`src/hdl/vmem_pkg.sv`:
```
// vmem_pkg: data word, element width, operation kind and RAM word view types
`default_nettype none

package vmem_pkg;

  // one RAM or register word
  typedef logic [31:0] word_t;

  // element width of the operation
  typedef enum logic [1:0] {
    SEW8  = 2'd0,
    SEW16 = 2'd1,
    SEW32 = 2'd2
  } sew_t;

  // kind of vector operation reaching the memory stage
  typedef enum logic [1:0] {
    OP_ALU   = 2'd0,
    OP_LOAD  = 2'd1,
    OP_STORE = 2'd2
  } op_t;

  // one RAM word, read as byte lanes for SEW8 or halfword lanes for SEW16
  typedef union packed {
    logic [3:0][7:0]  bytes;
    logic [1:0][15:0] halves;
  } mem_word_u;

endpackage

`default_nettype wire

```
`src/hdl/dmem_extender.sv`:
```
// dmem_extender: byte or halfword lane select with zero extension
`timescale 1ns/1ns
`default_nettype none

module dmem_extender import vmem_pkg::*; (
  input  word_t      dmem_in,
  input  sew_t       sew,
  input  logic [1:0] lane_addr,
  output word_t      ext_out
);

  mem_word_u word_view;

  assign word_view = dmem_in;

  always_comb begin
    case (sew)
      SEW8: begin
        ext_out = {24'd0, word_view.bytes[lane_addr]};
      end
      SEW16: begin
        // upper halfword when bit 1 of the address is set
        ext_out = {16'd0, word_view.halves[lane_addr[1]]};
      end
      default: begin
        ext_out = dmem_in;
      end
    endcase
  end

endmodule

`default_nettype wire

```
`config.mk`:
```
export PLATFORM = sky130hd
export DESIGN_NAME = dmem_extender
export DESIGN_NICKNAME = d
export VERILOG_FILES = /design/src/hdl/vmem_pkg.sv /design/src/hdl/dmem_extender.sv
export SDC_FILE = /design/constraint.sdc
export NUM_CORES = 1
export LEC_CHECK = 0
export BUFFER_PORTS_ARGS = -buffer_cell sky130_fd_sc_hd__buf_2
export CORE_MARGIN = 4
export CORE_UTILIZATION = 35
export DETAILED_ROUTE_END_ITERATION = 8
export MAX_ROUTING_LAYER = met4
export PLACE_DENSITY = 0.89
export SETUP_SLACK_MARGIN = 0.1
export SLEW_MARGIN = 30
export SYNTH_ARGS = -nofsm -noshare
export SYNTH_HDL_FRONTEND = slang
export SYNTH_SLANG_ARGS = --single-unit
```
`constraint.sdc`:
```
create_clock -name vclk -period 2.5
set_clock_uncertainty 0.15 [all_clocks]
set_input_delay 0.25 -clock vclk [all_inputs]
set_output_delay 0.25 -clock vclk [all_outputs]
set_load 0.01 [all_outputs]
```
==> impl_metrics.json <==
{
  "yosys.area_share.xor_xnor": 0,
  "holdPathEnd": "ext_out[7]",
  "synth_top_family_by_area": "simple AND/OR/NAND/NOR gates",
  "vias": 745,
  "p_per_area_mw_per_mm2": 193,
  "whs_ns": 0.645,
  "final-hold-violation-count": 0,
  "hold_path_class": "primary input to output pin",
  "p_leak_nw": 0.499,
  "synth_cell_types": 25,
  "power.total_mw": 0.159,
  "cp_max_fo": 29,
  "grt_pass1_wl_um": 2660,
  "dp.cells": 149,
  "hp-start": "dmem_in[7]",
  "maxCapViolCount": 0,
  "worstPathArrival_ns": 1.45,
  "layout_commonest_cell": "buf_2",
  "synth_fa_ha_area_frac": 0,
  "grtUsageTotal": 0.168,
  "final_cell_mix": "buf_2 (68), and2_1 (16), mux2i_1 (7), nor2_1 (7)",
  "ys_warn_count": 0,
  "nClkBuffers": 0,
  "synth_compound_area_frac": 0.352,
  "tightest_slew_ns": 0.470,
  "layout-drive-gt1-share": 0.560,
  "fin_nets": 172,
  "die-area_mm2": 0.00210,
  "syn2layout_area_growth_pct": 63.8,
  "placementRows": 13,
  "peakVddDrop_mv": 0.0954,
  "synthMuxAreaShare": 0.140,
  "slew_headroom": 0.685,
  "min_period_ns": 1.85,
  "routedWlPerCell_um": 13.1,
  "fin_crit_sh": 0.741,
  "grt_antenna_before_repair": 0,
  "slew_violations": 0,
  "setup_viol": 0,
  "drt_iter0_drc": 13,
  "end_kind": "output pin",
  "cp_top_family": "simple AND/OR/NAND/NOR gates",
  "cts.repair.resized": 0,
  "grt_max_degree": 30,
  "fill_cells": 139,
  "core_area_mm2": 0.00133,
  "synth_area_um2": 502,
  "syn-num-nets": 107,
  "antenna_left": 0,
  "synth-seq-area-share": 0,
  "io_pins": 68,
  "dp_hpwl_um": 1660,
  "vias_per_cell": 5.00,
  "drt_wl_total_um": 1960,
  "multiInputGateArea_um2": 452,
  "firstDrtPassIters": 4,
  "critPathBufInv": 2,
  "io_buffer_count": 68,
  "cp-start-kind": "primary input",
  "final-seq-area_um2": 0,
  "die_w_um": 45.9,
  "drc": 0,
  "critPathMostFrequentCell": "buf_2",
  "gp_congestion": 0.709,
  "required_ns": 2.10,
  "ctsHoldBuffers": 0,
  "clock.fmax_ghz": 0.540,
  "status": "complete, no violations",
  "cp_cell_sequence": "buf_2, or3b_1, nor2_1, a221o_1, buf_2",
  "fin_cells": 149,
  "critPathMaxStageDelay_ns": 0.55,
  "avgSynthCellArea_um2": 7.07,
  "start_util": 0.376,
  "setup-tns-final_ns": 0,
  "synth-simple-area-share": 0.409,
  "rsz0062_at_grt": "false",
  "grt_overflow": 0,
  "die_h_um": 45.9,
  "cp_slowest_cell": "or3b_1",
  "cts_setup_buffers": 0,
  "seq_cells": 0,
  "grt_pass1_vias": 620,
  "worstSetupPathType": "primary input to output pin",
  "hold_path_depth": 3,
  "synth_cells": 71,
  "num_antenna_cells": 0
}
==> worst max-delay path by stage <==
| stage | startpoint | to | cells past startpoint |
|---|---|---|---|
| after floorplan | sew[1] | ext_out[5] | 3 |
| after global placement | sew[1] | ext_out[5] | 5 |
| after detailed placement | sew[1] | ext_out[2] | 5 |
| after CTS | sew[1] | ext_out[2] | 5 |
| after global routing | sew[1] | ext_out[5] | 5 |
| final | sew[1] | ext_out[2] | 5 |
==> Yosys cell counts <==
master	instances	area (µm²)
or2b_1	1	7.51
nor2b_1	2	12.5
or3b_1	1	8.76
o21bai_4	1	18.8
a22o_1	1	8.76
a21o_1	1	7.51
and2_1	16	100
buf_2	1	5.00
a22o_2	2	20.0
and3b_1	1	8.76
a211o_1	1	8.76
buf_8	1	15.0
a211oi_2	1	12.5
nor3_2	1	10.0
o21ai_0	6	30.0
inv_1	3	11.3
nor2_1	7	26.3
a221o_2	1	11.3
mux2i_1	7	70.1
a221oi_1	1	8.76
nand2_1	6	22.5
buf_6	1	11.3
a221o_1	5	50.1
nor2b_2	1	8.76
clkbuf_1	2	7.51
==> cells by family (layout without fill, tap and decap cells) <==
family | Yosys count | count (layout)
and+or+nand+nor | 36 | 36
buffers and inverters | 8 | 71
AOI/OAI and AO/OA | 20 | 20
muxes | 7 | 7
==> metrics by stage <==
| step | instance area, µm² | util | setup slack (ns) |
|---|---|---|---|
| after floorplan | 502 | - | 1.07 |
| after global placement | 822 | 0.616 | 0.676 |
| after detailed placement | 822 | 0.616 | 0.643 |
| after CTS | 822 | 0.616 | 0.638 |
| after global routing | 822 | 0.616 | 0.525 |
| final | 822 | 0.616 | 0.648 |
==> final cells by class <==
class	count	share of cell area
timing repair buffer	68	0.414
multi-input combinational	63	0.549
tap	15	0.0228
inverter	3	0.0137
==> power by group <==
group	internal [mW]	leakage [nW]	switching, mW
clock	0	0	0
sequential	0	0	0
combinational	0.0781	0.499	0.0804
==> per-layer routing <==
layer,vias up,part of all wire,routed length (µm),track usage
met5,-,0,0,-
met4,0,0.0097,19,0.0170
met3,2,0.086,169,0
met2,34,0.52,1020,0.321
met1,324,0.38,750,0.198
li1,385,-,-,-
==> tightest hold or removal path: stages <==
cell and delay (ns):
buf_2 0.08, a211o_1 0.10, buf_2 0.12
(Power assumes the default switching activity.)
