<file path="config.mk">
export PLATFORM = sky130hd
export DESIGN_NAME = address_scheduler_flat
export DESIGN_NICKNAME = d
export VERILOG_FILES = /design/src/hdl/vmem_pkg.sv /design/src/hdl/mem_req_if.sv /design/src/hdl/sched_if.sv /design/src/hdl/address_scheduler.sv /design/src/flat_wrapper.sv
export SDC_FILE = /design/constraint.sdc
export NUM_CORES = 1
export LEC_CHECK = 0
export ABC_AREA = 1
export BUFFER_PORTS_ARGS = -buffer_cell sky130_fd_sc_hd__buf_2
export CORE_MARGIN = 2
export CORE_UTILIZATION = 30
export CTS_BUF_LIST = sky130_fd_sc_hd__clkbuf_8 sky130_fd_sc_hd__clkbuf_16
export CTS_CLUSTER_SIZE = 40
export DETAILED_ROUTE_END_ITERATION = 12
export PLACE_DENSITY = 0.63
export SYNTH_ARGS = -nofsm -noshare
export SYNTH_HDL_FRONTEND = slang
export SYNTH_SLANG_ARGS = --single-unit
</file>
<file path="constraint.sdc">
create_clock -name CLK -period 8.3 [get_ports CLK]
set_clock_uncertainty 0.1 [all_clocks]
set_input_delay 1.245 -clock CLK [delete_from_list [all_inputs] [get_ports CLK]]
set_output_delay 1.245 -clock CLK [all_outputs]
set_load 0.02 [all_outputs]
</file>
<file path="src/hdl/vmem_pkg.sv">
// vmem_pkg: data word, element width, operation kind and RAM word view types
`default_nettype none

package vmem_pkg;

  // one RAM or register word
  typedef logic [31:0] word_t;

  // element width of the operation
  typedef enum logic [1:0] {
    SEW8  = 2'd0,
    SEW16 = 2'd1,
    SEW32 = 2'd2
  } sew_t;

  // kind of vector operation reaching the memory stage
  typedef enum logic [1:0] {
    OP_ALU   = 2'd0,
    OP_LOAD  = 2'd1,
    OP_STORE = 2'd2
  } op_t;

  // one RAM word, read as byte lanes for SEW8 or halfword lanes for SEW16
  typedef union packed {
    logic [3:0][7:0]  bytes;
    logic [1:0][15:0] halves;
  } mem_word_u;

endpackage

`default_nettype wire

</file>
<file path="src/hdl/mem_req_if.sv">
// mem_req_if: single-port data RAM request and response signals
`timescale 1ns/1ns
`default_nettype none

interface mem_req_if import vmem_pkg::*; ();

  logic       ren;
  logic       wen;
  word_t      addr;
  word_t      wdata;
  logic [3:0] byte_ena;

  // response, dhit one cycle after ren or wen
  word_t      rdata;
  logic       dhit;

  modport sched (
    output ren, wen, addr, wdata, byte_ena,
    input  rdata, dhit
  );

  modport ram (
    input  ren, wen, addr, wdata, byte_ena,
    output rdata, dhit
  );

endinterface

`default_nettype wire

</file>
<file path="src/hdl/sched_if.sv">
// sched_if: request and status signals between the memory stage and the address scheduler
`timescale 1ns/1ns
`default_nettype none

interface sched_if import vmem_pkg::*; ();

  // stage to scheduler
  logic       start;
  op_t        op;
  sew_t       sew;
  word_t      addr0;
  word_t      addr1;
  word_t      storedata0;
  word_t      storedata1;
  logic       flush;

  // scheduler to stage
  logic       busy;
  logic       arrived0;
  logic       arrived1;
  logic       store_done;
  logic       exception;
  logic [1:0] lane_addr;

  modport stage (
    output start, op, sew, addr0, addr1, storedata0, storedata1, flush,
    input  busy, arrived0, arrived1, store_done, exception, lane_addr
  );

  modport sched (
    input  start, op, sew, addr0, addr1, storedata0, storedata1, flush,
    output busy, arrived0, arrived1, store_done, exception, lane_addr
  );

endinterface

`default_nettype wire

</file>
<file path="src/hdl/address_scheduler.sv">
// address_scheduler: two-lane RAM access sequencer with alignment and range check
`timescale 1ns/1ns
`default_nettype none

module address_scheduler import vmem_pkg::*; #(
  parameter int RAM_DEPTH = 256
) (
  input logic      CLK,
  input logic      nRST,
  sched_if.sched   sched,
  mem_req_if.sched mem
);

  localparam logic [2:0] S_IDLE    = 3'd0;
  localparam logic [2:0] S_L0_REQ  = 3'd1;
  localparam logic [2:0] S_L0_WAIT = 3'd2;
  localparam logic [2:0] S_L1_REQ  = 3'd3;
  localparam logic [2:0] S_L1_WAIT = 3'd4;
  localparam logic [2:0] S_FAULT   = 3'd5;

  logic [2:0] state;
  logic [2:0] state_next;
  logic       is_store;
  logic       start_fault;
  logic       lane1;
  logic       req;
  logic       wait_hit;
  word_t      addr0_q;
  word_t      addr1_q;
  word_t      sdata0_q;
  word_t      sdata1_q;

  // misaligned for the width, or past the last RAM word
  function automatic logic addr_fault(input word_t a, input sew_t s);
    logic misaligned;
    case (s)
      SEW16:   misaligned = a[0];
      SEW32:   misaligned = |a[1:0];
      default: misaligned = 1'b0;
    endcase
    return misaligned | (a[31:2] >= RAM_DEPTH);
  endfunction

  function automatic logic [3:0] lane_mask(input logic [1:0] lo, input sew_t s);
    case (s)
      SEW32:   return 4'b1111;
      SEW16:   return 4'b0011 << {lo[1], 1'b0};
      default: return 4'b0001 << lo;
    endcase
  endfunction

  // op and sew are held by the stage while busy
  assign is_store    = (sched.op == OP_STORE);
  assign start_fault = addr_fault(sched.addr0, sched.sew) | addr_fault(sched.addr1, sched.sew);

  always_comb begin
    state_next = state;
    case (state)
      S_IDLE:    if (sched.start) state_next = start_fault ? S_FAULT : S_L0_REQ;
      S_L0_REQ:  state_next = S_L0_WAIT;
      S_L0_WAIT: if (mem.dhit) state_next = S_L1_REQ;
      S_L1_REQ:  state_next = S_L1_WAIT;
      S_L1_WAIT: if (mem.dhit) state_next = S_IDLE;
      default:   state_next = S_IDLE;
    endcase
    if (sched.flush) begin
      state_next = S_IDLE;
    end
  end

  always_ff @(posedge CLK, negedge nRST) begin
    if (!nRST) begin
      state <= S_IDLE;
    end else begin
      state <= state_next;
    end
  end

  // lane addresses and replicated store data
  always_ff @(posedge CLK) begin
    if (state == S_IDLE && sched.start) begin
      addr0_q  <= sched.addr0;
      addr1_q  <= sched.addr1;
      sdata0_q <= sched.storedata0;
      sdata1_q <= sched.storedata1;
    end
  end

  assign lane1    = (state == S_L1_REQ) || (state == S_L1_WAIT);
  assign req      = (state == S_L0_REQ) || (state == S_L1_REQ);
  assign wait_hit = ((state == S_L0_WAIT) || (state == S_L1_WAIT)) && mem.dhit;

  assign mem.ren      = req & ~is_store;
  assign mem.wen      = req & is_store;
  assign mem.addr     = lane1 ? addr1_q : addr0_q;
  assign mem.wdata    = lane1 ? sdata1_q : sdata0_q;
  assign mem.byte_ena = lane_mask(mem.addr[1:0], sched.sew);

  assign sched.busy       = (state != S_IDLE);
  assign sched.arrived0   = (state == S_L0_WAIT) && mem.dhit && !is_store;
  assign sched.arrived1   = (state == S_L1_WAIT) && mem.dhit && !is_store;
  assign sched.store_done = wait_hit & is_store;
  assign sched.exception  = (state == S_FAULT);
  assign sched.lane_addr  = mem.addr[1:0];

endmodule

`default_nettype wire

</file>
<file path="src/flat_wrapper.sv">
// flat-port wrapper written by rule: the top's interface ports become plain ports
module address_scheduler_flat import vmem_pkg::*;
#(
  parameter int RAM_DEPTH = 256
)
  (CLK, nRST, sched_start, sched_op, sched_sew, sched_addr0, sched_addr1, sched_storedata0, sched_storedata1, sched_flush, sched_busy, sched_arrived0, sched_arrived1, sched_store_done, sched_exception, sched_lane_addr, mem_ren, mem_wen, mem_addr, mem_wdata, mem_byte_ena, mem_rdata, mem_dhit);
  sched_if sched_i ();
  mem_req_if mem_i ();
  input logic CLK;
  input logic nRST;
  input wire logic [$bits(sched_i.start)-1:0] sched_start;
  input wire logic [$bits(sched_i.op)-1:0] sched_op;
  input wire logic [$bits(sched_i.sew)-1:0] sched_sew;
  input wire logic [$bits(sched_i.addr0)-1:0] sched_addr0;
  input wire logic [$bits(sched_i.addr1)-1:0] sched_addr1;
  input wire logic [$bits(sched_i.storedata0)-1:0] sched_storedata0;
  input wire logic [$bits(sched_i.storedata1)-1:0] sched_storedata1;
  input wire logic [$bits(sched_i.flush)-1:0] sched_flush;
  output wire logic [$bits(sched_i.busy)-1:0] sched_busy;
  output wire logic [$bits(sched_i.arrived0)-1:0] sched_arrived0;
  output wire logic [$bits(sched_i.arrived1)-1:0] sched_arrived1;
  output wire logic [$bits(sched_i.store_done)-1:0] sched_store_done;
  output wire logic [$bits(sched_i.exception)-1:0] sched_exception;
  output wire logic [$bits(sched_i.lane_addr)-1:0] sched_lane_addr;
  output wire logic [$bits(mem_i.ren)-1:0] mem_ren;
  output wire logic [$bits(mem_i.wen)-1:0] mem_wen;
  output wire logic [$bits(mem_i.addr)-1:0] mem_addr;
  output wire logic [$bits(mem_i.wdata)-1:0] mem_wdata;
  output wire logic [$bits(mem_i.byte_ena)-1:0] mem_byte_ena;
  input wire logic [$bits(mem_i.rdata)-1:0] mem_rdata;
  input wire logic [$bits(mem_i.dhit)-1:0] mem_dhit;
  assign sched_i.start = sched_start;
  assign sched_i.op = sched_op;
  assign sched_i.sew = sched_sew;
  assign sched_i.addr0 = sched_addr0;
  assign sched_i.addr1 = sched_addr1;
  assign sched_i.storedata0 = sched_storedata0;
  assign sched_i.storedata1 = sched_storedata1;
  assign sched_i.flush = sched_flush;
  assign sched_busy = sched_i.busy;
  assign sched_arrived0 = sched_i.arrived0;
  assign sched_arrived1 = sched_i.arrived1;
  assign sched_store_done = sched_i.store_done;
  assign sched_exception = sched_i.exception;
  assign sched_lane_addr = sched_i.lane_addr;
  assign mem_ren = mem_i.ren;
  assign mem_wen = mem_i.wen;
  assign mem_addr = mem_i.addr;
  assign mem_wdata = mem_i.wdata;
  assign mem_byte_ena = mem_i.byte_ena;
  assign mem_i.rdata = mem_rdata;
  assign mem_i.dhit = mem_dhit;
  address_scheduler #(.RAM_DEPTH(RAM_DEPTH)) u_core (.CLK(CLK), .nRST(nRST), .sched(sched_i), .mem(mem_i));
endmodule
</file>
==> results.json <==
{
  "status": "complete, no violations",
  "setup.worst_path.class": "reg2out",
  "drtAntennaViolNets": 0,
  "ctsHoldBuffers": 0,
  "synth_nets": 480,
  "gr-total-overflow": 0,
  "routed_wl_mm": 12.0,
  "n_antenna_cell": 0,
  "cts_made_buffers": 17,
  "clk_latency_ns": 0.40,
  "synthCells": 309,
  "hold_viol": 0,
  "top_usage_layer": "met2",
  "drtIter0Drc": 119,
  "hpwlAfterDp_mm": 8.86,
  "die_y_um": 139,
  "post_dp_cell_area_mm2": 0.00671,
  "root_buffer": "clkbuf_16",
  "cp-start-kind": "flip-flop",
  "grt_pass1_wl_mm": 18.3,
  "post_cts_buffers": 0,
  "synth_top_area_cell": "edfxtp_1",
  "period_needed_ns": 4.52,
  "post_cts_resized": 0,
  "path_cells": "nor2_1 -> nand2_1 -> nand2_4 -> buf_4 -> nand2_1 -> o21ai_2 -> inv_1 -> o21ai_0 -> o21ai_0 -> buf_2",
  "worstPathArrival_ns": 3.17,
  "peakVddDrop_mv": 0.196,
  "cts_buffer_depth": 2,
  "final_util": 0.406,
  "power_density_mw_per_mm2": 384,
  "globalRouteMet1Util": 0.132,
  "die_area_mm2": 0.0194,
  "vias": 3343,
  "first_pass_iters": 6,
  "hold_path.class": "reg2reg",
  "synthTopCellsByArea": "edfxtp_1, mux2_4, nor2_1",
  "io_pins": 246,
  "path_max_fanout": 34,
  "finalSetupViolCount": 0,
  "ys_warn_count": 0,
  "avgSynthCellArea_um2": 17.7,
  "cpPeakStageDelay_ns": 0.63,
  "fin_setup_tns_ns": 0,
  "worstMarginPinSlew_ns": 0.827,
  "viasPerCell": 4.30,
  "grt_pass1_vias": 3564,
  "grt_use_total": 0.123,
  "fp.dieW_um": 139,
  "drc": 0,
  "power.leakage_nw": 3.09,
  "period_share": 0.545,
  "rows": 49,
  "rsz0062_at_grt": "false",
  "ys_types": 23,
  "max_cap_violations": 0,
  "path_clk_slew_ns": 0.06,
  "synth_seq_area_share": 0.715,
  "grt_max_degree": 65,
  "layout-drive-gt1-share": 0.580,
  "htreeDepth": 4,
  "antenna_found_initial": 0,
  "ys_ff_latch": 131,
  "area.growth.synth_to_final_pct": 33.2,
  "cts_tree": "done",
  "netlist_area_mm2": 0.00548,
  "use_met2": 0.216,
  "core_region_area_mm2": 0.0180,
  "cp.required_ns": 6.95,
  "maxSlewHeadroom": 0.449,
  "clock-sinks": 131,
  "drv_slew": 0,
  "final_cell_area_mm2": 0.00730,
  "avgRoutedWirePerCell_um": 15.4,
  "met3_usage": 0.0445,
  "initial_core_util": 0.305,
  "fill_cells": 1665,
  "netlist.area_leader.share": 0.702,
  "report.power.total_mw": 2.80,
  "gp_congestion": 0.840,
  "cp-end-kind": "output port",
  "port_buffers": 213,
  "fmax_ghz": 0.221,
  "fin_nets": 706,
  "slowest_stage": "buf_4"
}
==> worst paths after layout <==
| check | depth (start not counted) | from | endpoint | slack (ns) |
|---|---|---|---|---|
| setup / recovery | 10 | u_core.state[0]$_DFFE_PN0P_ | mem_byte_ena[3] | 3.78 |
| hold / removal | 1 | u_core.state[0]$_DFFE_PN0P_ | u_core.state[0]$_DFFE_PN0P_ | 0.44 |
| setup reg to reg | 4 | u_core.state[0]$_DFFE_PN0P_ | u_core.sdata1_q[8]$_DFFE_PP_ | 6.24 |
| hold reg to reg | 1 | u_core.state[0]$_DFFE_PN0P_ | u_core.state[0]$_DFFE_PN0P_ | 0.44 |
| max in group asynchronous | 1 | nRST | u_core.state[1]$_DFFE_PN0P_ | 7.45 |
| min in group asynchronous | 1 | nRST | u_core.state[2]$_DFFE_PN0P_ | 0.53 |
==> power breakdown <==
| group | internal, mW | switching (mW) |
|---|---|---|
| Clock | 0.469 | 0.273 |
| Combinational | 0.433 | 0.619 |
| Sequential | 0.956 | 0.0490 |
| Total | 1.86 | 0.941 |
==> logic make-up (layout without fill, tap and decap cells) <==
group	after synthesis	after routing	synth area share
buffers and inverters	23	262	0.0379
adder cells (fa/ha/maj)	2	2	0.00457
AO/OA/AOI/OAI	14	14	0.0148
AND/OR/NAND/NOR	77	77	0.0587
flip-flops	131	131	0.715
multiplexers	62	62	0.169
==> cells in the final DEF (no fill, tap or decap), drive strengths merged <==
| cell type | count |
|---|---|
| o21ai | 10 |
| or2 | 3 |
| clkinv | 9 |
| clkbuf | 17 |
| clkinvlp | 1 |
| nand3 | 3 |
| mux2 | 62 |
| buf | 216 |
| a211oi | 1 |
| nor2 | 39 |
| a21oi | 2 |
| ha | 2 |
| edfxtp | 128 |
| bufinv | 3 |
| o22ai | 1 |
| dfrtp | 3 |
| nor4 | 2 |
| nor3 | 3 |
| nand2 | 27 |
| inv | 16 |
==> worst max-delay path, delay by kind of cell, from the launching register on <==
kind                   cells  cell delay [ns]
AND/OR/NAND/NOR            4             0.95
buffers and inverters      3             0.90
AO/OA/AOI/OAI              3             0.45
flip-flops                 1             0.43
==> Yosys cell counts (all sizes together) <==
cell	instances
a21oi	2
edfxtp	128
o21ai	10
inv	14
nor4	2
a211oi	1
o22ai	1
nor3	3
ha	2
dfrtp	3
or2	3
nand3	3
buf	9
nand2	27
mux2	62
nor2	39
==> metrics by stage <==
step           worst slack, ns  std cells  hold slack (ns)
2_1_floorplan             1.03        309            0.391
4_1_cts                   3.68        777            0.447
6_report                  3.78        777            0.444
3_3_place_gp              4.29        745            0.412
3_5_place_dp              4.16        745            0.439
5_1_grt                   3.53        777            0.462
==> metal layers <==
layer | part of all wire | vias up | wire length (um)
met5 | 0 | - | 0
met4 | 0.019 | 0 | 226
met3 | 0.059 | 13 | 704
met2 | 0.52 | 125 | 6240
met1 | 0.40 | 1612 | 4810
li1 | - | 1593 | -
==> sequential cells by signal, summed over array words and instances, names as in the netlist <==
| name | count |
|---|---|
| u_core.addr0_q | 32 |
| u_core.sdata0_q | 32 |
| u_core.state | 3 |
| u_core.sdata1_q | 32 |
| u_core.addr1_q | 32 |
==> area by class of cell <==
type / count / area (um2) / area share
clock inverters: 15 / 166 / 0.0228
multi-input cells: 155 / 1360 / 0.186
repair buffers: 216 / 1090 / 0.149
clock buffers: 17 / 425 / 0.0583
well taps: 229 / 287 / 0.0393
inverters: 14 / 52.6 / 0.00720
flip-flops and latches: 131 / 3920 / 0.537
Note: power is estimated with default switching activity, not from simulation.
