[config.mk]
export PLATFORM = sky130hd
export DESIGN_NAME = vmem_stage_flat
export DESIGN_NICKNAME = d
export VERILOG_FILES = /design/src/hdl/vmem_pkg.sv /design/src/hdl/sched_if.sv /design/src/hdl/vmem_stage.sv /design/src/flat_wrapper.sv
export SDC_FILE = /design/constraint.sdc
export NUM_CORES = 1
export LEC_CHECK = 0
export BUFFER_PORTS_ARGS = -buffer_cell sky130_fd_sc_hd__buf_2
export CORE_AREA = 5 5 141 143
export CTS_BUF_LIST = sky130_fd_sc_hd__clkbuf_2 sky130_fd_sc_hd__clkbuf_4 sky130_fd_sc_hd__clkbuf_8
export DETAILED_ROUTE_END_ITERATION = 7
export DIE_AREA = 0 0 146 148
export GPL_TIMING_DRIVEN = 0
export PLACE_DENSITY = 0.69
export SETUP_SLACK_MARGIN = 0.02
export SLEW_MARGIN = 10
export SYNTH_ARGS = -nofsm -noshare
export SYNTH_HDL_FRONTEND = slang
export SYNTH_SLANG_ARGS = --single-unit
[constraint.sdc]
create_clock -name CLK -period 2.2 [get_ports CLK]
set_input_delay 0.33 -clock CLK [delete_from_list [all_inputs] [get_ports CLK]]
set_output_delay 0.33 -clock CLK [all_outputs]
set_load 0.01 [all_outputs]
[src/hdl/vmem_pkg.sv]
// vmem_pkg: data word, element width, operation kind and RAM word view types
`default_nettype none

package vmem_pkg;

  // one RAM or register word
  typedef logic [31:0] word_t;

  // element width of the operation
  typedef enum logic [1:0] {
    SEW8  = 2'd0,
    SEW16 = 2'd1,
    SEW32 = 2'd2
  } sew_t;

  // kind of vector operation reaching the memory stage
  typedef enum logic [1:0] {
    OP_ALU   = 2'd0,
    OP_LOAD  = 2'd1,
    OP_STORE = 2'd2
  } op_t;

  // one RAM word, read as byte lanes for SEW8 or halfword lanes for SEW16
  typedef union packed {
    logic [3:0][7:0]  bytes;
    logic [1:0][15:0] halves;
  } mem_word_u;

endpackage

`default_nettype wire

[src/hdl/sched_if.sv]
// sched_if: request and status signals between the memory stage and the address scheduler
`timescale 1ns/1ns
`default_nettype none

interface sched_if import vmem_pkg::*; ();

  // stage to scheduler
  logic       start;
  op_t        op;
  sew_t       sew;
  word_t      addr0;
  word_t      addr1;
  word_t      storedata0;
  word_t      storedata1;
  logic       flush;

  // scheduler to stage
  logic       busy;
  logic       arrived0;
  logic       arrived1;
  logic       store_done;
  logic       exception;
  logic [1:0] lane_addr;

  modport stage (
    output start, op, sew, addr0, addr1, storedata0, storedata1, flush,
    input  busy, arrived0, arrived1, store_done, exception, lane_addr
  );

  modport sched (
    input  start, op, sew, addr0, addr1, storedata0, storedata1, flush,
    output busy, arrived0, arrived1, store_done, exception, lane_addr
  );

endinterface

`default_nettype wire

[src/hdl/vmem_stage.sv]
// vmem_stage: operation capture, store replication, load buffer and result latch
`timescale 1ns/1ns
`default_nettype none

module vmem_stage import vmem_pkg::*; (
  input  logic    CLK,
  input  logic    nRST,
  input  logic    start,
  input  logic    flush,
  input  op_t     op,
  input  sew_t    sew,
  input  word_t   addr0,
  input  word_t   addr1,
  input  word_t   data0,
  input  word_t   data1,
  sched_if.stage  sched,
  input  word_t   ext_data,
  output logic    result_valid,
  output logic    exception,
  output word_t   result0,
  output word_t   result1
);

  op_t   op_q;
  sew_t  sew_q;
  logic  accept;
  logic  alu_go;
  logic  st_lane1;
  word_t load_buf;

  // copy the element across the word so any byte lane can be written
  function automatic word_t replicate(input word_t d, input sew_t s);
    mem_word_u u;
    case (s)
      SEW8:    u.bytes  = {4{d[7:0]}};
      SEW16:   u.halves = {2{d[15:0]}};
      default: u        = d;
    endcase
    return u;
  endfunction

  assign accept = start & ~sched.busy;
  assign alu_go = accept & (op == OP_ALU);

  assign sched.start      = accept & (op != OP_ALU);
  assign sched.flush      = flush;
  assign sched.addr0      = addr0;
  assign sched.addr1      = addr1;
  assign sched.storedata0 = replicate(data0, sew);
  assign sched.storedata1 = replicate(data1, sew);
  // live values at start, held ones for the rest of the access
  assign sched.op         = sched.busy ? op_q : op;
  assign sched.sew        = sched.busy ? sew_q : sew;

  always_ff @(posedge CLK, negedge nRST) begin
    if (!nRST) begin
      op_q     <= OP_ALU;
      sew_q    <= SEW8;
      st_lane1 <= 1'b0;
    end else if (flush) begin
      st_lane1 <= 1'b0;
    end else if (sched.start) begin
      op_q     <= op;
      sew_q    <= sew;
      st_lane1 <= 1'b0;
    end else if (sched.store_done) begin
      // second store_done belongs to lane 1
      st_lane1 <= 1'b1;
    end
  end

  // lane 0 load element waits here for lane 1
  always_ff @(posedge CLK) begin
    if (sched.arrived0) begin
      load_buf <= ext_data;
    end
  end

  always_ff @(posedge CLK, negedge nRST) begin
    if (!nRST) begin
      result_valid <= 1'b0;
      exception    <= 1'b0;
      result0      <= '0;
      result1      <= '0;
    end else if (flush) begin
      result_valid <= 1'b0;
      exception    <= 1'b0;
      result0      <= '0;
      result1      <= '0;
    end else begin
      result_valid <= 1'b0;
      exception    <= 1'b0;
      if (alu_go) begin
        result_valid <= 1'b1;
        result0      <= addr0;
        result1      <= addr1;
      end else if (sched.exception) begin
        result_valid <= 1'b1;
        exception    <= 1'b1;
        result0      <= '0;
        result1      <= '0;
      end else if (sched.arrived1 && op_q == OP_LOAD) begin
        result_valid <= 1'b1;
        result0      <= load_buf;
        result1      <= ext_data;
      end else if (sched.store_done && st_lane1 && op_q == OP_STORE) begin
        result_valid <= 1'b1;
        result0      <= '0;
        result1      <= '0;
      end
    end
  end

endmodule

`default_nettype wire

[src/flat_wrapper.sv]
// flat-port wrapper written by rule: the top's interface ports become plain ports
module vmem_stage_flat import vmem_pkg::*;
  (CLK, nRST, start, flush, op, sew, addr0, addr1, data0, data1, ext_data, result_valid, exception, result0, result1, sched_start, sched_op, sched_sew, sched_addr0, sched_addr1, sched_storedata0, sched_storedata1, sched_flush, sched_busy, sched_arrived0, sched_arrived1, sched_store_done, sched_exception, sched_lane_addr);
  sched_if sched_i ();
  input  logic CLK;
  input  logic nRST;
  input  logic start;
  input  logic flush;
  input  op_t op;
  input  sew_t sew;
  input  word_t addr0;
  input  word_t addr1;
  input  word_t data0;
  input  word_t data1;
  input  word_t ext_data;
  output logic result_valid;
  output logic exception;
  output word_t result0;
  output word_t result1;
  output wire logic [$bits(sched_i.start)-1:0] sched_start;
  output wire logic [$bits(sched_i.op)-1:0] sched_op;
  output wire logic [$bits(sched_i.sew)-1:0] sched_sew;
  output wire logic [$bits(sched_i.addr0)-1:0] sched_addr0;
  output wire logic [$bits(sched_i.addr1)-1:0] sched_addr1;
  output wire logic [$bits(sched_i.storedata0)-1:0] sched_storedata0;
  output wire logic [$bits(sched_i.storedata1)-1:0] sched_storedata1;
  output wire logic [$bits(sched_i.flush)-1:0] sched_flush;
  input wire logic [$bits(sched_i.busy)-1:0] sched_busy;
  input wire logic [$bits(sched_i.arrived0)-1:0] sched_arrived0;
  input wire logic [$bits(sched_i.arrived1)-1:0] sched_arrived1;
  input wire logic [$bits(sched_i.store_done)-1:0] sched_store_done;
  input wire logic [$bits(sched_i.exception)-1:0] sched_exception;
  input wire logic [$bits(sched_i.lane_addr)-1:0] sched_lane_addr;
  assign sched_start = sched_i.start;
  assign sched_op = sched_i.op;
  assign sched_sew = sched_i.sew;
  assign sched_addr0 = sched_i.addr0;
  assign sched_addr1 = sched_i.addr1;
  assign sched_storedata0 = sched_i.storedata0;
  assign sched_storedata1 = sched_i.storedata1;
  assign sched_flush = sched_i.flush;
  assign sched_i.busy = sched_busy;
  assign sched_i.arrived0 = sched_arrived0;
  assign sched_i.arrived1 = sched_arrived1;
  assign sched_i.store_done = sched_store_done;
  assign sched_i.exception = sched_exception;
  assign sched_i.lane_addr = sched_lane_addr;
  vmem_stage u_core (.CLK(CLK), .nRST(nRST), .start(start), .flush(flush), .op(op), .sew(sew), .addr0(addr0), .addr1(addr1), .data0(data0), .data1(data1), .sched(sched_i), .ext_data(ext_data), .result_valid(result_valid), .exception(exception), .result0(result0), .result1(result1));
endmodule
==> results of run 1 <==
==> worst reg2reg max path, cell delays in order, from the launching register on <==
cell,delay [ns]
dfrtp_1,0.50
a31oi_1,0.24
buf_2,0.30
clkbuf_1,0.45
a221oi_1,0.18
o2bb2ai_1,0.18
==> power by group through the flow <==
stage	sequential (mW)	combinational (mW)	clock [mW]
3_5_place_dp	2.20	1.69	0
5_1_grt	2.18	1.84	1.29
4_1_cts	2.16	1.70	1.21
3_3_place_gp	2.20	1.67	0
6_report	2.16	1.68	1.18
2_1_floorplan	2.20	0.927	0
==> timing repair <==
item                                   CTS  global route
setup endpoints to repair                1             0
hold buffers                             1             0
setup buffers                            0             0
endpoints found under the hold margin   28             0
==> kinds of logic after synthesis <==
logic type / Yosys count / synth area share [%]
compound gates: 147 / 19.0
buf+inv: 147 / 13.8
flops: 103 / 40.3
mux: 56 / 8.99
simple gates: 156 / 17.9
==> registers in the layout (all words and copies together), names as in the netlist <==
signal and count:
u_core.load_buf 32, u_core.sew_q 2, u_core.st_lane1 1, u_core.result0 32, u_core.result1 32, u_core.result_valid 1
u_core.exception 1, u_core.op_q 2
==> synthesized netlist by cell type (6+ instances only) <==
library cell and count:
buf_4 85, a221oi_1 53, buf_6 6, dfrtp_1 71
and2_1 64, clkbuf_1 39, mux2_2 40, and4b_1 49
o2bb2ai_1 64, edfxtp_1 32, and4b_2 15, buf_2 16
o21ai_0 16, a221oi_2 11, mux2i_1 16, nand2_1 16
==> area by class of cell <==
cell class	count	area share, %
multi-input cells	359	34.0
flip-flops and latches	103	29.9
repair buffers	371	20.6
plain buffers	146	10.2
well taps	234	3.20
clock buffers	10	1.44
clock inverters	6	0.574
==> per-layer routing <==
layer / wire length (um) / track usage (%) / part of all wire [%]
met1: 9520 / 25.7 / 38
met2: 13000 / 40.4 / 52
met3: 1710 / 4.54 / 6.9
met4: 666 / 8.14 / 2.7
met5: 0 / 0 / 0
==> worst paths after layout <==
kind / endpoint / slack (ns) / from / cells past startpoint
worst min register to register: u_core.sew_q[0] / 0.52 / u_core.sew_q[0] / 1
min in group asynchronous: u_core.result1[2] / 0.39 / nRST / 2
worst max register to register: u_core.result1[29] / 0.27 / u_core.op_q[0] / 5
max in group asynchronous: u_core.result1[15] / 1.22 / nRST / 3
worst max-delay path: sched_storedata1[9] / 0.08 / sew[0] / 5
worst min-delay path: u_core.load_buf[1] / 0.12 / ext_data[1] / 1
==> cell usage in the layout (no fill, tap or decap), types with 3 or more instances in the layout <==
cell / instances
mux2_2: 40
dfrtp_1: 71
and4b_2: 15
and2_1: 64
a221oi_1: 53
clkbuf_1: 38
o2bb2ai_1: 64
mux2i_1: 16
and4b_1: 49
edfxtp_1: 32
buf_6: 6
nand2_1: 16
nor2_1: 3
a221oi_2: 11
buf_2: 384
clkbuf_8: 9
o21ai_0: 16
inv_6: 3
buf_4: 86
==> per-stage QoR <==
step | cell area [sq um] | total power, mW
after global routing | 9150 | 5.30
after global placement | 8930 | 3.87
after floorplan | 6790 | 3.13
after CTS | 9150 | 5.07
after detailed placement | 8960 | 3.89
final | 9150 | 5.02
==> flow_summary.yaml, run 1 <==
timing:
  finalSetupViolCount: 0
  hold_violations: 0
  rsz0062_at_grt: "false"
  slew_headroom_pct: 51.1
  setup_slack_ns: 0.0830
  fin_worst_skew_ns: 0.0142
  tns_ns: 0
  layout_min_cycle_time_ns: 2.12
  max_freq_mhz: 472
  maxSlewViolCount: 0
  worst_pin_slew_ns: 0.734
  min_period_over_period_pct: 96.2
  hold_ws_ns: 0.119
routing:
  wire_per_inst_um: 20.3
  first_iter_violations: 252
  first_pass_iters: 5
  vias: 6307
  ant_nets: 0
  drc: 0
  vias_per_cell: 5.13
  wl_mm: 24.9
clocking:
  root_buffer: "clkbuf_8"
  cts_inserted_buffers: 9
  cts.sinks: 103
  clkLatencyLatePin_ns: 0.38
  cts_tree: "built"
  clk_pin_slew_ns: 0.12
  clockBufferDepth: 2
  htree_num_levels: 3
  ctsResizeCount: 0
global_route:
  grt_first_pass_wirelength_mm: 37.3
  grt_remaining_overflow: 0
  grt_pass1_vias: 6435
  grt_max_degree: 44
  track_usage_pct: 22.1
  grt_antenna_before_repair: 0
floorplanning:
  die_x_um: 146
  die-area_sq_um: 21600
  row_count: 50
  core_sq_um: 18500
  initial_core_util_pct: 36.8
  io_pins: 375
  die_h_um: 148
cells_and_area:
  diodes: 0
  area_delta_synth_final_pct: 34.8
  fin_cells: 1229
  fillers: 1750
  drive_above_1_share_pct: 56.6
  ff_latch_area_sq_um: 2740
  final_util_pct: 49.6
  nNetsFinal: 1165
  multi_input_area_sq_um: 3110
place:
  numPortBuffers: 369
  dpl.hpwl_mm: 20.4
  post-place-ws_ns: 0.0726
  dp.cells: 1213
  gp_congestion: 0.843
worst_setup_path:
  critical-path-slowest-cell: "mux2_2"
  worst_path_most_repeated_cell: "buf_2"
  worst_path_largest_cell_delay_ns: 0.39
  worstSetupPathType: "input port to output port"
  arrival_ns: 1.79
  crit_path_start_kind: "input port"
  endpoint_kind: "output port"
  path_buf_inv: 3
  cp.required_ns: 1.87
  crit_family: "buffers and inverters"
  path_cells: "buf_2 > nor2_2 > buf_2 > mux2_2 > buf_2"
  critPathMaxFanout: 10
run:
  cap_violations: 0
logic_synthesis:
  async_reset_ff_share_pct: 68.9
  syn_nets: 784
  ys_seq_area_share_pct: 40.3
  ys_types: 29
  yosysWarnings: 0
  yosysTopAreaCellShare_pct: 26.2
  synthTopCellsByArea: "dfrtp_1 26%, edfxtp_1 14%, buf_4 9.4%"
  syn_inst: 609
  ys.flop_type: "dfrtp_1"
  synth_top_area_cell: "dfrtp_1"
  synth_enable_flop_cells: 32
  ys_ff_latch: 103
  avgSynthCellArea_sq_um: 11.1
  syn_area_sq_um: 6790
power:
  swShare_pct: 35.2
  p_leak_nw: 4.58
  comb_power_share_pct: 33.5
  ir_drop_mv: 0.223
  seqPwrFrac_pct: 43.0
  powerDensity_nw_per_um2: 549
  power.share.clock_pct: 23.4
  p_int_mw: 3.25
  p_sw_mw: 1.76
min_path:
  hold_class: "input port to register"
outcome:
  status: "complete, no violations"
Power figures use the tool's default switching activity.
==> run 2, diff against run 1 <==
--- a/config.mk
+++ b/config.mk
@@ -7,7 +7,7 @@
 export LEC_CHECK = 0
 export BUFFER_PORTS_ARGS = -buffer_cell sky130_fd_sc_hd__buf_2
 export CORE_AREA = 5 5 141 143
-export CTS_BUF_LIST = sky130_fd_sc_hd__clkbuf_2 sky130_fd_sc_hd__clkbuf_4 sky130_fd_sc_hd__clkbuf_8
+export CTS_BUF_LIST = sky130_fd_sc_hd__clkbuf_8
 export DETAILED_ROUTE_END_ITERATION = 7
 export DIE_AREA = 0 0 146 148
 export GPL_TIMING_DRIVEN = 0
==> run 2 against run 1 <==
Compared with the run above: largest cell class unchanged; clock skew shrank 0.00064 ns; register-to-register slack is essentially flat; sequential cell count unchanged; clock-buffer cell count decreased by 1; sequential share of layout area hardly changed; die area is the same; clock power about the same.
==> flow_summary.yaml, run 2 (same netlist as run 1, synthesis figures left out) <==
clocking:
  cts.sinks: 103
  cts_tree: "built"
  clk_pin_slew_ns: 0.11
  cts_inserted_buffers: 9
  htree_num_levels: 3
  ctsResizeCount: 0
  root_buffer: "clkbuf_8"
  clkLatencyLatePin_ns: 0.38
  clockBufferDepth: 2
  postCtsSetupBuffers: 0
global_route:
  track_usage_pct: 22.1
  grt_first_pass_wirelength_mm: 37.3
  grt_remaining_overflow: 0
  grt_max_degree: 44
  grt_antenna_before_repair: 0
  grt_pass1_vias: 6434
floorplanning:
  io_pins: 375
  row_count: 50
  die-area_sq_um: 21600
  core_sq_um: 18500
  initial_core_util_pct: 36.8
  die_h_um: 148
  die_x_um: 146
cells_and_area:
  area_delta_synth_final_pct: 34.7
  nNetsFinal: 1165
  reg_top3: "u_core.load_buf (32), u_core.result0 (32), u_core.result1 (32)"
  layout_commonest_cell: "buf_2"
  drive_above_1_share_pct: 56.5
  fillers: 1750
  final_cell_mix: "384 x buf_2, 86 x buf_4, 71 x dfrtp_1"
  diodes: 0
timing:
  worst_pin_slew_ns: 0.726
  maxSlewViolCount: 0
  slew_headroom_pct: 51.6
  max_freq_mhz: 473
  tns_ns: 0
  min_period_over_period_pct: 96.2
  rsz0062_at_grt: "false"
  fin_worst_skew_ns: 0.0136
  finalSetupViolCount: 0
  hold_violations: 0
  layout_min_cycle_time_ns: 2.12
run:
  cap_violations: 0
worst_setup_path:
  path_cells: "buf_2 > nor2_2 > buf_2 > mux2_2 > buf_2"
  worstSetupPathType: "input port to output port"
  worst_path_largest_cell_delay_ns: 0.39
  path_buf_inv: 3
  critPathMaxFanout: 10
  crit_family: "buffers and inverters"
  worst_path_most_repeated_cell: "buf_2"
  critical-path-slowest-cell: "mux2_2"
  crit_path_start_kind: "input port"
  cp.required_ns: 1.87
  arrival_ns: 1.79
  endpoint_kind: "output port"
routing:
  first_pass_iters: 5
  ant_nets: 0
  drc: 0
  vias_per_cell: 5.15
  wl_mm: 24.9
  first_iter_violations: 217
  wire_per_inst_um: 20.3
  vias: 6332
power:
  power_mw: 5.00
  powerDensity_nw_per_um2: 546
  ir_drop_mv: 0.223
  p_leak_nw: 4.59
min_path:
  hold_class: "input port to register"
place:
  numPortBuffers: 369
  gp_congestion: 0.843
  dpl.hpwl_mm: 20.4
outcome:
  status: "complete, no violations"
[run 2: cell count changes in the layout (fill, tap and decap cells not counted)]
cell / previous run / this run
clkbuf_4: 1 / 0
inv_1: 0 / 1
[run 2: where the power goes]
| group | switching (mW) | internal, mW | total [mW] |
|---|---|---|---|
| logic | 0.963 | 0.716 | 1.68 |
| registers | 0.0670 | 2.09 | 2.16 |
| clock network | 0.729 | 0.428 | 1.16 |
[run 2: layer usage]
layer  GRT usage (%)  up-vias  part of all wire, %
li1                -     3049                    -
met1            25.7     2994                   39
met2            40.4      252                   52
met3            4.54       37                  6.4
met4            8.14        0                  2.7
met5               0        -                    0
[run 2: worst paths after layout]
| path | from | end | slack [ns] | cells after the start |
|---|---|---|---|---|
| max in group asynchronous | nRST | u_core.result1[15] | 1.22 | 3 |
| hold reg to reg | u_core.sew_q[0] | u_core.sew_q[0] | 0.52 | 1 |
| setup reg to reg | u_core.op_q[0] | u_core.result1[29] | 0.27 | 5 |
| hold / removal | ext_data[1] | u_core.load_buf[1] | 0.12 | 1 |
| setup / recovery | sew[0] | sched_storedata1[9] | 0.08 | 5 |
| min in group asynchronous | nRST | u_core.result1[2] | 0.39 | 2 |
[run 2: worst reg2reg max path, delay by kind of cell, from the launching register on]
kind            cells  cell delay (ns)
compound gates      3             0.60
flops               1             0.50
buf+inv             2             0.75
[run 2: what timing repair did]
item                                    in CTS  in global routing
endpoints found under the setup margin       1                  0
hold buffers                                 1                  0
hold endpoints to repair                    28                  0
[run 2: cell type report]
type | instances | area (sq um) | area share (%)
Clock inverter | 7 | 56.3 | 0.616
Timing Repair Buffer | 371 | 1890 | 20.6
Clock buffer | 9 | 124 | 1.35
Multi-Input combinational cell | 359 | 3110 | 34.1
Buffer | 146 | 933 | 10.2
Sequential cell | 103 | 2740 | 29.9
Tap cell | 234 | 293 | 3.20
[run 2: stage by stage]
stage	setup slack, ns	utilization [%]	area [sq um]	hold WS (ns)	std cells
2_1_floorplan	0.462	-	6790	0.0344	609
3_3_place_gp	0.0630	48.4	8930	0.486	1212
3_5_place_dp	0.0726	48.5	8960	0.284	1213
4_1_cts	0.0622	49.6	9150	0.103	1229
5_1_grt	0.0345	49.6	9150	0.111	1229
6_report	0.0837	49.6	9150	0.124	1229
